==> src/logic/mat_mul_defs.svh <==
`ifndef MAT_MUL_DEFS_SVH
`define MAT_MUL_DEFS_SVH

// Matrix dimension for rows and columns alike
`define MAT_SIZE 4

// Signed integer element
`define ELEM_WIDTH 16

// Operand and result memories
`define AWIDTH 7
`define MEM_SIZE 128

`endif

==> src/logic/mat_mul_pkg.sv <==
`include "mat_mul_defs.svh"

package mat_mul_pkg;

  // One matrix element with wrapping arithmetic
  typedef logic signed [`ELEM_WIDTH-1:0] elem_t;

  // One memory word holds a full matrix row or column
  // Host port moves the flat bits and the array indexes elements
  typedef union packed {
    logic [`MAT_SIZE*`ELEM_WIDTH-1:0] flat;
    elem_t [`MAT_SIZE-1:0]            elem;
  } mat_word_u;

  // Address into any of the three memories
  typedef logic [`AWIDTH-1:0] mat_addr_t;

endpackage

==> src/logic/mac_sequencer.sv <==
`timescale 1ns/10ps
`include "mat_mul_defs.svh"

module mac_sequencer (
  input  logic                         clk_mem,
  input  logic                         reset,
  input  logic                         start_mat_mul,
  output mat_mul_pkg::mat_addr_t       rd_addr,
  output logic                         rd_valid,
  output logic                         rd_first,
  output logic [$clog2(`MAT_SIZE)-1:0] row_sel,
  output logic                         c_wr_en,
  output mat_mul_pkg::mat_addr_t       c_wr_addr,
  output logic                         done_mat_mul
);

  import mat_mul_pkg::*;

  // Cycles after the feed until the far corner holds its sum
  // Covers the two read stages, lane skew, grid hops and the last accumulate
  localparam int DRAIN_LEN = 2 * `MAT_SIZE;
  localparam int CNT_W     = $clog2(DRAIN_LEN);

  localparam logic [2:0] S_IDLE     = 3'd0;
  localparam logic [2:0] S_FEED     = 3'd1;
  localparam logic [2:0] S_DRAIN    = 3'd2;
  localparam logic [2:0] S_WRITE    = 3'd3;
  localparam logic [2:0] S_DONE     = 3'd4;
  localparam logic [2:0] S_WAIT_LOW = 3'd5;

  logic [2:0]       state;
  logic [CNT_W-1:0] cnt;
  logic             counting;
  logic             cnt_last;

  assign counting = (state == S_FEED) || (state == S_DRAIN) || (state == S_WRITE);
  assign cnt_last = (state == S_DRAIN) ? (cnt == CNT_W'(DRAIN_LEN - 1))
                                       : (cnt == CNT_W'(`MAT_SIZE - 1));

  // One counter serves feed, drain and write
  always_ff @(posedge clk_mem) begin
    if (reset) begin
      cnt <= '0;
    end else if (!counting || cnt_last) begin
      cnt <= '0;
    end else begin
      cnt <= cnt + 1'b1;
    end
  end

  always_ff @(posedge clk_mem) begin
    if (reset) begin
      state <= S_IDLE;
    end else begin
      case (state)
        S_IDLE: begin
          if (start_mat_mul) begin
            state <= S_FEED;
          end
        end
        S_FEED: begin
          if (cnt_last) begin
            state <= S_DRAIN;
          end
        end
        S_DRAIN: begin
          if (cnt_last) begin
            state <= S_WRITE;
          end
        end
        S_WRITE: begin
          if (cnt_last) begin
            state <= S_DONE;
          end
        end
        S_DONE: begin
          state <= S_WAIT_LOW;
        end
        default: begin
          // Start is a level, so a new run needs it to drop first
          if (!start_mat_mul) begin
            state <= S_IDLE;
          end
        end
      endcase
    end
  end

  assign rd_valid     = (state == S_FEED);
  assign rd_first     = (state == S_FEED) && (cnt == '0);
  assign rd_addr      = mat_addr_t'(cnt);
  assign c_wr_en      = (state == S_WRITE);
  assign c_wr_addr    = mat_addr_t'(cnt);
  assign row_sel      = cnt[$clog2(`MAT_SIZE)-1:0];
  assign done_mat_mul = (state == S_DONE);

endmodule

==> config.mk <==
export PLATFORM = sky130hd
export DESIGN_NAME = mac_sequencer
export DESIGN_NICKNAME = d
export VERILOG_FILES = /design/src/logic/mat_mul_pkg.sv /design/src/logic/mac_sequencer.sv
export VERILOG_INCLUDE_DIRS = /design/src /design/src/logic
export SDC_FILE = /design/constraint.sdc
export NUM_CORES = 1
export LEC_CHECK = 0
export BUFFER_PORTS_ARGS = -buffer_cell sky130_fd_sc_hd__buf_2
export CAP_MARGIN = 20
export CORE_AREA = 4 4 41 43
export DETAILED_ROUTE_END_ITERATION = 10
export DIE_AREA = 0 0 45 47
export PLACE_DENSITY_LB_ADDON = 0.3
export RECOVER_POWER = 25
export SYNTH_ARGS = -nofsm -noshare
export SYNTH_HDL_FRONTEND = slang
export SYNTH_SLANG_ARGS = --single-unit
==> constraint.sdc <==
create_clock -name clk_mem -period 1.7 [get_ports clk_mem]
set_input_delay 0.17 -clock clk_mem [delete_from_list [all_inputs] [get_ports clk_mem]]
set_output_delay 0.17 -clock clk_mem [all_outputs]
set_load 0.05 [all_outputs]
# == Word level (Yosys, flattened, before mapping) ==
# Cells that the tools add are included.
# totals
input_bits,3
output_inout_bits,20
reg_bits,6
# classes
add_sub_neg,1
reduce_logical,9
eq_ne,11
mux,7
# ops
operator,n
two-way mux 3 bit,5
one-hot mux 3 bit (5 select lines),1
equality test 3 x 2 -> 1 bit (second input constant),3
equality test 3 bit (second input constant),2
zero test 3 bit,2
!= test 6 x 1 -> 1 bit (second input constant),1
AND reduction 5 bit,1
!= test 2 x 1 -> 1 bit (second input constant),2
!= test 2 bit (second input constant),2
adder 3 x 1 -> 3 bit (second input constant),1
equality test 3 x 1 -> 1 bit (second input constant),1
logical OR 1 bit,3
OR reduction 2 bit,1
logical AND 1 bit,1
zero test 1 bit,1
two-way mux 1 bit,1

# == Depth between registers and ports, before layout ==
# Gate-level depths: netlist of the first run.
# depth
depth_word,6
depth_mapped,4
ltp_nobuf,4

# == Worst setup path before layout of the first run ==
# OpenSTA, ideal clock, no wires.
# synth_timing
path_kind,reg-to-output
from,register state[0]
to,output port rd_first
arrival_time_ns,2.230
path_slack_ns,-0.700
path_buffers,0
path_stages_with_launch,3
required_time_ns,1.530
path_cell_list,dfxtp_1 -> nor3b_1 -> and3b_1
# synth_via
elab_chain_cells,2
# synth_lines
item,line_no,source
start: declaration,mac_sequencer.sv:31,logic [2:0] state;
start signal: assignment,mac_sequencer.sv:53,state <= S_IDLE;
start signal: assignment,mac_sequencer.sv:58,state <= S_FEED;
start signal: assignment,mac_sequencer.sv:63,state <= S_DRAIN;
equality test 3 x 1 -> 1 bit,--,
named net rd_valid,mac_sequencer.sv:9,"output logic rd_valid,"
logical AND 1 bit,mac_sequencer.sv:90,assign rd_first = (state == S_FEED) && (cnt == '0);
end: declaration,mac_sequencer.sv:10,"output logic rd_first,"
# The timed path passes the listed nets, and every way through them passes these cells.

# == Worst setup path after layout of the first run ==
# layout_timing
from,register state[0]
to,output port rd_first
# layout_via
elab_chain_cells,2
# layout_lines
item,line_no
equality test 3 x 1 -> 1 bit,mac_sequencer.sv:90
logical AND 1 bit,mac_sequencer.sv:90
# No other way between the ends.

==> summary.md, run 1 <==
| Metric | Value |
|---|---|
| Hold Path Sink | state[1] |
| DIE HEIGHT | 47 um |
| CTS Buffer Depth | 2 |
| Post-synth EDFFs | 0 |
| Hold_sp | reset |
| Htree depth | 1 |
| Cell area after synthesis | 425.4 um^2 |
| Slew margin rel. | 60.51% |
| Starting DRC count in detailed routing | 4 |
| Status | finished, final reports clean |
| Post-cts resize count | 0 |
| RSZ-0062 raised after global routing | no |
| Total CTS buffers | 3 |
| Drt first pass iters | 4 |
| Worst Path Arrival | 1.32 ns |
| Netlist cell types | 22 |
| Fill cells | 153 |
| IO Pins | 23 |
| Cells after Synth | 52 |
| Multi-input logic area | 234.0 um^2 |
| PwrDens | 837.0 nW/um^2 |
| Area grow syn2layout | 10.88% |
| Clk sinks | 6 |
| CP cell instances | nor3b_4, and3b_1, buf_2 |
| Peak VDD IR | 0.3478 mV |
| CTS root buf | clkbuf_4 |
| Most instantiated cells after synthesis | 13 x buf_4, 6 x dfxtp_1, 5 x nor2_1, 4 x nand2_1, 3 x inv_1 |
| Biggest area consumer among synthesized cells | dfxtp_1 |
| Endpoint of the worst register-to-register path | state[0] |
| Leak Pwr | 0.2200 nW |
| Clock slew at reported path FFs | 0.05 ns |
| Count leader, synth | buf_4 |
| Chip Width | 45 um |
| Cell family with most CP delay | flip-flops |
| Clk Latency, worst-skew pair | 0.25 ns |
| CP max FO | 7 |
| Buf/Inv on CP | 1 |
| HP Class | primary input to register |
| Req. time, crit path | 1.53 ns |
| GRT Overall Usage | 9.177% |
| Core ar. | 1301 um^2 |
| Post-CTS Hold Fix Bufs | 0 |
| First-pass GRT wire length | 1.255 mm |
| Synth warnings | 0 |
| Postcts setup bufs | 0 |
| Seq/Total Area, Yosys | 28.24% |
| Post-route ant nets | 0 |
| Reg2Reg Launch Point | cnt[0] |
| Final Max Tran Viols | 0 |
| Largest net degree at the start of global routing | 10 |
| Crit-path max cell delay | 0.43 ns |
| Critical path class | register to output pin |
| Final WL | 798 um |
| Port Buffers | 14 |
| Via density | 4.436 |
| Ys async rst share | 0% |
| Vias in the first global route | 293 |
| Worst-Margin Slew | 0.5949 ns |
| Top area cells in the synthesized netlist | dfxtp_1 28%, buf_4 23%, ha_1 5.9% |
| Final Critical Period | 1.486 ns |
| CTS tree | yes |
| Yosys top cell area share | 28.24% |
| Row count | 13 |
| Primary FF master, synth | dfxtp_1 |
| Setup crit end kind | output pin |
| Max-cap check violation count | 0 |
| Startpoint Class | register |
| Initial antenna violation count | 0 |
| Worst path slowest cell | dfxtp_1 |
| Final Hold Viols | 0 |
| Endpoints failing setup | 0 |
| Total chip power | 0.0003948 W |
| Syn_area_per_cell | 8.181 um^2 |
| Post-DP HPWL | 620.7 um |
| Ant diodes | 0 |
| Die area | 2115 um^2 |
| Reg2Reg Depth | 4 |
| Nets | 70 |
| DR WL/cell | 10.23 um |
| Via count | 346 |
| GPL Wtd Cong | 0.6658 |
| Yosys reg bits | 6 |
| Setup_tns | 0 ns |
| Clock skew after layout | 0.005369 ns |
| F_max | 672.9 MHz |
| GRT overflow | 0 |
| Fin crit share | 87.42% |
| Register area | 120.1 um^2 |
| Residual DRC | 0 |
| Min-Delay Path Depth | 2 |
| Share of layout cells above drive strength 1 | 26.98% |
| Starting Density | 32.69% |
| R2r setup slk | 0.37 ns |
[metal layers]
layer	track usage [%]	wire [um]	vias up
met3	4.981	83	2
met5	0	0	-
met2	12.15	354	13
met4	10.53	20	0
met1	9.589	339	156
li1	-	-	175
[layout by cell type, fill, tap and decap left out]
| cell type | count |
|---|---|
| o21ai_0 | 2 |
| a221oi_2 | 1 |
| clkbuf_4 | 3 |
| and2_2 | 1 |
| xnor2_1 | 1 |
| dfxtp_1 | 6 |
| ha_1 | 2 |
| o21ba_2 | 1 |
| and2_1 | 1 |
| inv_1 | 3 |
| a21boi_0 | 1 |
| a31oi_1 | 1 |
| o211ai_1 | 1 |
| buf_2 | 10 |
| and3b_1 | 2 |
| nor2_1 | 5 |
| clkbuf_1 | 4 |
| nand2_1 | 4 |
| nor3b_4 | 1 |
| conb_1 | 8 |
| nor2b_1 | 1 |
| or3_1 | 1 |
| nand3b_1 | 1 |
| a21oi_1 | 2 |
[stage by stage]
stage | utilization, % | instances | setup WS [ns] | hold slack [ns] | cell area (um^2)
2_1_floorplan | - | 59 | 0.05599 | 0.2362 | 462.9
3_5_place_dp | 34.90 | 75 | 0.3675 | 0.4053 | 454.2
4_1_cts | 36.63 | 78 | 0.2184 | 0.1399 | 476.7
6_report | 36.25 | 78 | 0.2139 | 0.1347 | 471.7
5_1_grt | 36.25 | 78 | 0.1542 | 0.1484 | 471.7
3_3_place_gp | 34.90 | 75 | 0.4049 | 0.3997 | 454.2
[cell families after synthesis]
kind of cell / after synthesis / share of synthesized area, %
compound gates: 9 / 15.59
xor+xnor: 1 / 2.059
fa+ha+maj: 2 / 5.881
buf+inv: 16 / 25.59
flops: 6 / 28.24
other cells: 1 / 0.8815
simple gates: 17 / 21.77
[power breakdown]
group	internal, W	switching, W	leakage [nW]	total, W
sequential	0.000145	0.00000613	0.0488	0.000151
clock	0.0000802	0.0000563	0.0138	0.000137
combinational	0.0000185	0.0000885	0.157	0.000107
total	0.000244	0.000151	0.220	0.000395
[final cells by class]
type	instances	share of cell area, %
Clock buffer	3	4.775
Inverter	3	2.387
Multi-Input combinational cell	37	49.60
Sequential cell	6	25.46
Tap cell	15	3.979
Timing Repair Buffer	14	13.79
[worst register-to-register path: stages, from the launching register on]
cell and delay [ns]:
dfxtp_1 0.34, ha_1 0.27, nor2b_1 0.16, or3_1 0.34, a31oi_1 0.16
[sequential cells by signal (all words and copies together), names as in the netlist]
signal  flops
cnt         3
state       3
[worst max-delay path by stage]
stage	startpoint	endpoint	slack, ns	cells after the start
after floorplan	state[0]	rd_first	0.06	2
after global routing	state[0]	rd_first	0.15	3
after detailed placement	cnt[0]	state[0]	0.37	4
final	state[0]	rd_first	0.21	3
after CTS	state[0]	rd_first	0.22	3
after global placement	cnt[0]	state[0]	0.40	4
(Power assumes the default switching activity.)
==> inputs of run 2 (changes only) <==
--- a/config.mk
+++ b/config.mk
@@ -6,9 +6,11 @@
 export SDC_FILE = /design/constraint.sdc
 export NUM_CORES = 1
 export LEC_CHECK = 0
+export ABC_AREA = 1
 export BUFFER_PORTS_ARGS = -buffer_cell sky130_fd_sc_hd__buf_2
 export CAP_MARGIN = 20
 export CORE_AREA = 4 4 41 43
+export CTS_BUF_LIST = sky130_fd_sc_hd__clkbuf_4
 export DETAILED_ROUTE_END_ITERATION = 10
 export DIE_AREA = 0 0 45 47
 export PLACE_DENSITY_LB_ADDON = 0.3
==> run 2 against run 1 <==
Clock power fell by 4%. Die area unchanged. Final cell count rose by 14%. Highest routed layer unchanged.
==> summary.md, run 2 <==
| Metric | Value |
|---|---|
| Seq/Total Area, Yosys | 27.83% (-0.41 points) |
| Htree depth | 1 (unchanged) |
| Residual DRC | 0 (unchanged) |
| Endpoints failing setup | 0 (unchanged) |
| Vias in the first global route | 297 (+1.4%) |
| Hold Path Sink | state[2] |
| Critical path class | register to output pin |
| Final Hold Viols | 0 (unchanged) |
| Post-CTS Hold Fix Bufs | 0 (unchanged) |
| CP cell instances | inv_1, nor3_4, inv_1, nor2_2, buf_2 |
| GRT Overall Usage | 8.875% (-0.30 points) |
| R2r setup slk | 0.45 ns (+0.08 ns) |
| Peak VDD IR | 0.3910 mV (+12%) |
| Drt first pass iters | 4 (unchanged) |
| Share of layout cells above drive strength 1 | 22.97% (-4.0 points) |
| DIE HEIGHT | 47 um (unchanged) |
| Starting DRC count in detailed routing | 5 (+1) |
| Starting Density | 33.17% (+0.48 points) |
| Final cell count without fillers | 89 (+14%) |
| Slew margin rel. | 60.71% (+0.20 points) |
| CP max FO | 5 (-2) |
| Die area | 2115 um^2 (unchanged) |
| Crit-path max cell delay | 0.38 ns (-0.05 ns) |
| Netlist cell types | 16 (-27%) |
| Leak Pwr | 0.2439 nW (+11%) |
| HP Class | primary input to register |
| Buf/Inv on CP | 3 (+2) |
| Setup crit end kind | output pin |
| Port Buffers | 14 (unchanged) |
| Initial antenna violation count | 0 (unchanged) |
| Largest net degree at the start of global routing | 8 (-2) |
| Post-DP HPWL | 640.8 um (+3.2%) |
| CTS tree | yes |
| Via density | 4.449 (+0.31%) |
| Final Critical Period | 1.439 ns (-0.04683 ns) |
| Max-cap check violation count | 0 (unchanged) |
| Via count | 396 (+14%) |
| Ant diodes | 0 (unchanged) |
| IO Pins | 23 (unchanged) |
| PwrDens | 969.4 nW/um^2 (+16%) |
| Biggest area consumer among synthesized cells | dfxtp_1 |
| Ys async rst share | 0% (unchanged) |
| Most instantiated cells after synthesis | 13 x buf_4, 8 x inv_1, 8 x nand2_1, 7 x nor2_1, 6 x dfxtp_1 |
| Synth warnings | 0 (unchanged) |
| RSZ-0062 raised after global routing | no |
| Clk sinks | 6 (unchanged) |
| F_max | 694.8 MHz (+3.3%) |
| Syn_area_per_cell | 6.852 um^2 (-16%) |
| Reg2Reg Depth | 5 (+1) |
| GRT overflow | 0 (unchanged) |
| Total chip power | 0.0004658 W (+18%) |
| CP most frequent cell | inv_1 |
| Fin crit share | 84.66% (-2.8 points) |
| Inst Count DP | 86 (+15%) |
| Clock slew at reported path FFs | 0.05 ns (about the same) |
| Core ar. | 1301 um^2 (unchanged) |
| Primary FF master, synth | dfxtp_1 |
| Top area cells in the synthesized netlist | dfxtp_1 28%, buf_4 23%, inv_1 7.0% |
| DR WL/cell | 8.562 um (-16%) |
| Min-Delay Path Depth | 2 (unchanged) |
| Worst Path Arrival | 1.27 ns (-0.05 ns) |
| Setup_tns | 0 ns (unchanged) |
| Cell area after synthesis | 431.7 um^2 (+1.5%) |
| CTS Buffer Depth | 2 (unchanged) |
| Startpoint Class | register |
| Final WL | 762 um (-4.5%) |
| Cell family with most CP delay | buffers and inverters |
| Most frequent cells in the layout | 10 x buf_2, 8 x inv_1, 8 x nand2_1, 8 x conb_1 |
| Post-cts resize count | 0 (unchanged) |
| First-pass GRT wire length | 1.235 mm (-1.6%) |
| Endpoint of the worst register-to-register path | state[0] |
| Hold_sp | reset |
| Post-route ant nets | 0 (unchanged) |
| GPL Wtd Cong | 0.7105 (+6.7%) |
| Worst-Margin Slew | 0.5919 ns (-0.003040 ns) |
| Worst path slowest cell | dfxtp_1 |
| Area grow syn2layout | 11.30% |
| Yosys top cell area share | 27.83% (-0.41 points) |
| Chip Width | 45 um (unchanged) |
| Status | finished, final reports clean |
| Nets | 81 (+16%) |
| Cells after Synth | 63 (+21%) |
| Row count | 13 (unchanged) |
| Reg2Reg Launch Point | state[1] |
| Yosys reg bits | 6 (unchanged) |
| CTS root buf | clkbuf_4 |
| Clock skew after layout | 0.003855 ns (-0.001514 ns) |
| Count leader, synth | buf_4 |
| Top Registers | cnt (3), state (3) |
| Final Max Tran Viols | 0 (unchanged) |
| Req. time, crit path | 1.53 ns (about the same) |
| Postcts setup bufs | 0 (unchanged) |
| Most common cell after layout, fill and taps aside | buf_2 |
| Total CTS buffers | 3 (unchanged) |
| Clk Latency, worst-skew pair | 0.24 ns (about the same) |
| Post-synth EDFFs | 0 (unchanged) |
-- run 2: final cells by class --
type	instances	area (um^2)
multi-input combinational	42	220.2
timing repair buffer	14	65.06
fill	148	820.8
inverter	9	33.78
sequential	6	120.1
tap	15	18.77
clock buffer	3	22.52
-- run 2: routing by layer --
metal	GRT usage [%]	vias to the layer above	part of all wire [%]
li1	-	201	-
met1	9.633	170	43
met2	12.15	21	45
met3	3.448	4	9.4
met4	10.53	0	2.8
met5	0	-	0
-- run 2: where the power goes --
group	switching [W]	internal (W)	leakage [nW]	total (W)
sequential	0.0000127	0.000150	0.0488	0.000162
combinational	0.000140	0.0000324	0.181	0.000173
clock	0.0000510	0.0000798	0.0138	0.000131
total	0.000204	0.000262	0.244	0.000466
-- run 2: kinds of logic after synthesis --
logic type | share of synthesized area (%)
AOI/OAI and AO/OA | 6.954
other | 0.8687
buffers and inverters | 30.43
and+or+nand+nor | 26.09
xor gates and xnor gates | 2.029
adders and majority gates | 5.796
DFF | 27.83
-- run 2: worst max path at each step --
stage | startpoint | end | slack (ns) | cells after the start
finish | state[0] | rd_first | 0.26 | 5
detailed placement | state[1] | state[0] | 0.47 | 6
global placement | state[1] | state[2] | 0.49 | 6
global route | state[0] | rd_first | 0.13 | 5
floorplan | state[0] | rd_first | 0.07 | 4
CTS | state[0] | rd_first | 0.24 | 5
-- run 2: worst register-to-register path: stages, from the launching register on --
cell     delay (ns)
dfxtp_1        0.47
nor2_1         0.12
a21oi_1        0.27
nand2_1        0.15
nand2_1        0.08
a21oi_1        0.05
-- run 2: stage by stage --
step	worst slack (ns)	utilization [%]	hold WS (ns)	cell area [um^2]
6_report	0.2607	36.92	0.1226	480.5
3_3_place_gp	0.4870	35.58	0.3835	462.9
4_1_cts	0.2433	37.31	0.1196	485.5
5_1_grt	0.1277	36.92	0.1359	480.5
3_5_place_dp	0.4674	35.58	0.3821	462.9
2_1_floorplan	0.06829	-	0.2391	471.7
==> inputs of run 3 (changes only) <==
==> constraint.sdc (replaced) <==
create_clock -name clk_mem -period 1.3 [get_ports clk_mem]
set_input_delay 0.13 -clock clk_mem [delete_from_list [all_inputs] [get_ports clk_mem]]
set_output_delay 0.13 -clock clk_mem [all_outputs]
set_load 0.05 [all_outputs]
==> run 3 against run 2 <==
The flow now finishes with violations (setup timing). Sequential power grew 31%. Sequential share of layout area decreased by 1.7 points. First-iteration DRC count up 140%. Power is 39% higher. Largest cell class unchanged. Die area stayed put. Sequential cell count stayed put. Combinational power is 57% higher. Worst hold slack worse by 0.041 ns.
==> summary.md, run 3 (synthesis gave the netlist of run 2 again) <==
| Metric | Value |
|---|---|
| Status | complete, but fails checks |
| Failing checks | setup timing |
| Row count | 13 (unchanged) |
| Sw frac | 42.60% (-1.2 points) |
| Inst Count DP | 87 (+1.2%) |
| Initial antenna violation count | 0 (unchanged) |
| Critical path class | register to output pin |
| Final Critical Period | 1.301 ns |
| Pre-CTS setup slack | 0.06623 ns (-0.4012 ns) |
| Startpoint Class | register |
| Final WL | 902 um (+18%) |
| Area grow syn2layout | 31.59% |
| DR WL/cell | 9.596 um (+12%) |
| Final cell count without fillers | 94 (+5.6%) |
| Levels on crit path | 5 (unchanged) |
| F_max | 768.9 MHz |
| Core ar. | 1301 um^2 (unchanged) |
| Via count | 407 (+2.8%) |
| Leak Pwr | 0.2887 nW (+18%) |
| Nets | 86 (+6.2%) |
| Largest net degree at the start of global routing | 7 (-1) |
| Worst path slowest cell | dfxtp_4 |
| Port Buffers | 14 (unchanged) |
| Post-DP HPWL | 676.2 um (+5.5%) |
| Starting Density | 33.17% (unchanged) |
| Residual DRC | 0 (unchanged) |
| Share of layout cells above drive strength 1 | 48.10% (+25 points) |
| IO Pins | 23 (unchanged) |
| Crit path from | state[1] |
| Die area | 2115 um^2 (unchanged) |
| Clk Latency, worst-skew pair | 0.24 ns (about the same) |
| CP cell instances | buf_6, nor3_4, inv_2, nor2_4, buf_6 |
| CTS Buffer Depth | 2 (unchanged) |
| Sequential share of power | 32.9% (-2.0 points) |
| Switching pwr | 0.0002763 W (+36%) |
| CTS tree | yes |
| HP Class | primary input to register |
| GPL Wtd Cong | 0.7279 (+2.4%) |
| Buf/Inv on CP | 3 (unchanged) |
| Ant diodes | 0 (unchanged) |
| GRT Overall Usage | 8.479% (-0.40 points) |
| Endpoints failing setup | 1 (+1) |
| Clk sinks | 6 (unchanged) |
| Final worst setup slack | -0.0005017 ns (-0.2612 ns) |
| Reg2Reg Launch Point | state[1] |
| Post-CTS Hold Fix Bufs | 0 (unchanged) |
| Clock skew after layout | 0.003728 ns (-0.0001272 ns) |
| Endpoint of the worst register-to-register path | state[0] |
| Vias in the first global route | 327 (+10%) |
| Most frequent cells in the layout | 8 x conb_1, 8 x buf_2, 7 x nand2_1, 6 x inv_1, 6 x buf_4 |
| Post-route ant nets | 0 (unchanged) |
| Final Max Tran Viols | 0 (unchanged) |
| GRT overflow | 0 (unchanged) |
| Htree depth | 1 (unchanged) |
| RSZ-0062 raised after global routing | yes |
| Starting DRC count in detailed routing | 12 (+7) |
| Fin crit share | 100.0% |
| Worst Path Arrival | 1.17 ns (-0.10 ns) |
| Chip Width | 45 um (unchanged) |
| Total CTS buffers | 3 (unchanged) |
| Reg2Reg Depth | 7 (+2) |
| Part of the power in combinational logic | 42.0% (+5.0 points) |
| Via density | 4.330 (-2.7%) |
| Pint | 0.0003723 W (+42%) |
| Cell family with most CP delay | flip-flops |
| Peak VDD IR | 0.3778 mV (-3.4%) |
| Max-cap check violation count | 0 (unchanged) |
| Drt first pass iters | 4 (unchanged) |
| Clk pwr share | 25.1% (-3.0 points) |
| Final Hold Viols | 0 (unchanged) |
| CTS root buf | clkbuf_4 |
| Clock slew at reported path FFs | 0.04 ns (about the same) |
| CP most frequent cell | buf_6 |
| R2r setup slk | 0.10 ns (-0.35 ns) |
| Setup crit end kind | output pin |
| DIE HEIGHT | 47 um (unchanged) |
| Req. time, crit path | 1.17 ns (-0.36 ns) |
| Crit-path max cell delay | 0.35 ns (-0.03 ns) |
| Setup crit end | rd_first |
| PwrDens | 1142 nW/um^2 (+18%) |
| First-pass GRT wire length | 1.276 mm (+3.3%) |
| Top Registers | cnt (3), state (3) |
| CP max FO | 4 (-1) |
## run 3: changes by cell type in the layout (fill, tap and decap cells not counted), sizes merged
cell    change
buf         +6
clkbuf      -1
## run 3: worst min path at each step
stage                     start        to  slack (ns)  cells past startpoint
after detailed placement  reset  state[0]        0.34                      2
after global placement    reset  state[0]        0.33                      2
after global routing      reset  state[2]        0.08                      2
after CTS                 reset  state[1]        0.07                      2
final                     reset  state[1]        0.08                      2
after floorplan           reset  state[0]        0.19                      1
## run 3: cell type report
type | instances | area (um^2)
clock buffers | 3 | 22.52
fillers | 143 | 733.2
inverters | 9 | 33.78
multi-input cells | 42 | 237.7
flip-flops and latches | 6 | 132.6
well taps | 15 | 18.77
repair buffers | 19 | 122.6
## run 3: power groups by stage
stage                     sequential [W]  combinational, W  clock, W
after CTS                       0.000213          0.000263  0.000175
after global routing            0.000216          0.000291  0.000183
after floorplan                 0.000230          0.000219         0
final                           0.000213          0.000272  0.000163
after global placement          0.000217          0.000243         0
after detailed placement        0.000217          0.000243         0
## run 3: timing repair
action                     4_1_cts  5_1_grt
buffers inserted                 2        2
setup endpoints to repair        3        7
gates resized for setup          7        6
pin swaps                        0        5
## run 3: layer usage
| metal | vias up | global-route usage [%] | share of wire (%) |
|---|---|---|---|
| met1 | 182 | 11.01 | 41 |
| met3 | 0 | 2.299 | 6.3 |
| met2 | 14 | 11.58 | 52 |
| met5 | - | 0 | 0 |
| met4 | 0 | 7.018 | 0 |
| li1 | 211 | - | - |
## run 3: per-stage QoR
stage	TNS (ns)	power, W	utilization, %	area, um^2	hold WS (ns)
floorplan	-0.1251	0.0004488	-	484.2	0.1917
global placement	0	0.0004595	37.12	483.0	0.3341
detailed placement	0	0.0004605	37.12	483.0	0.3380
CTS	-0.009523	0.0006505	41.35	538.0	0.07299
global route	-0.09966	0.0006894	43.65	568.0	0.08449
finish	-0.0005017	0.0006486	43.65	568.0	0.08167
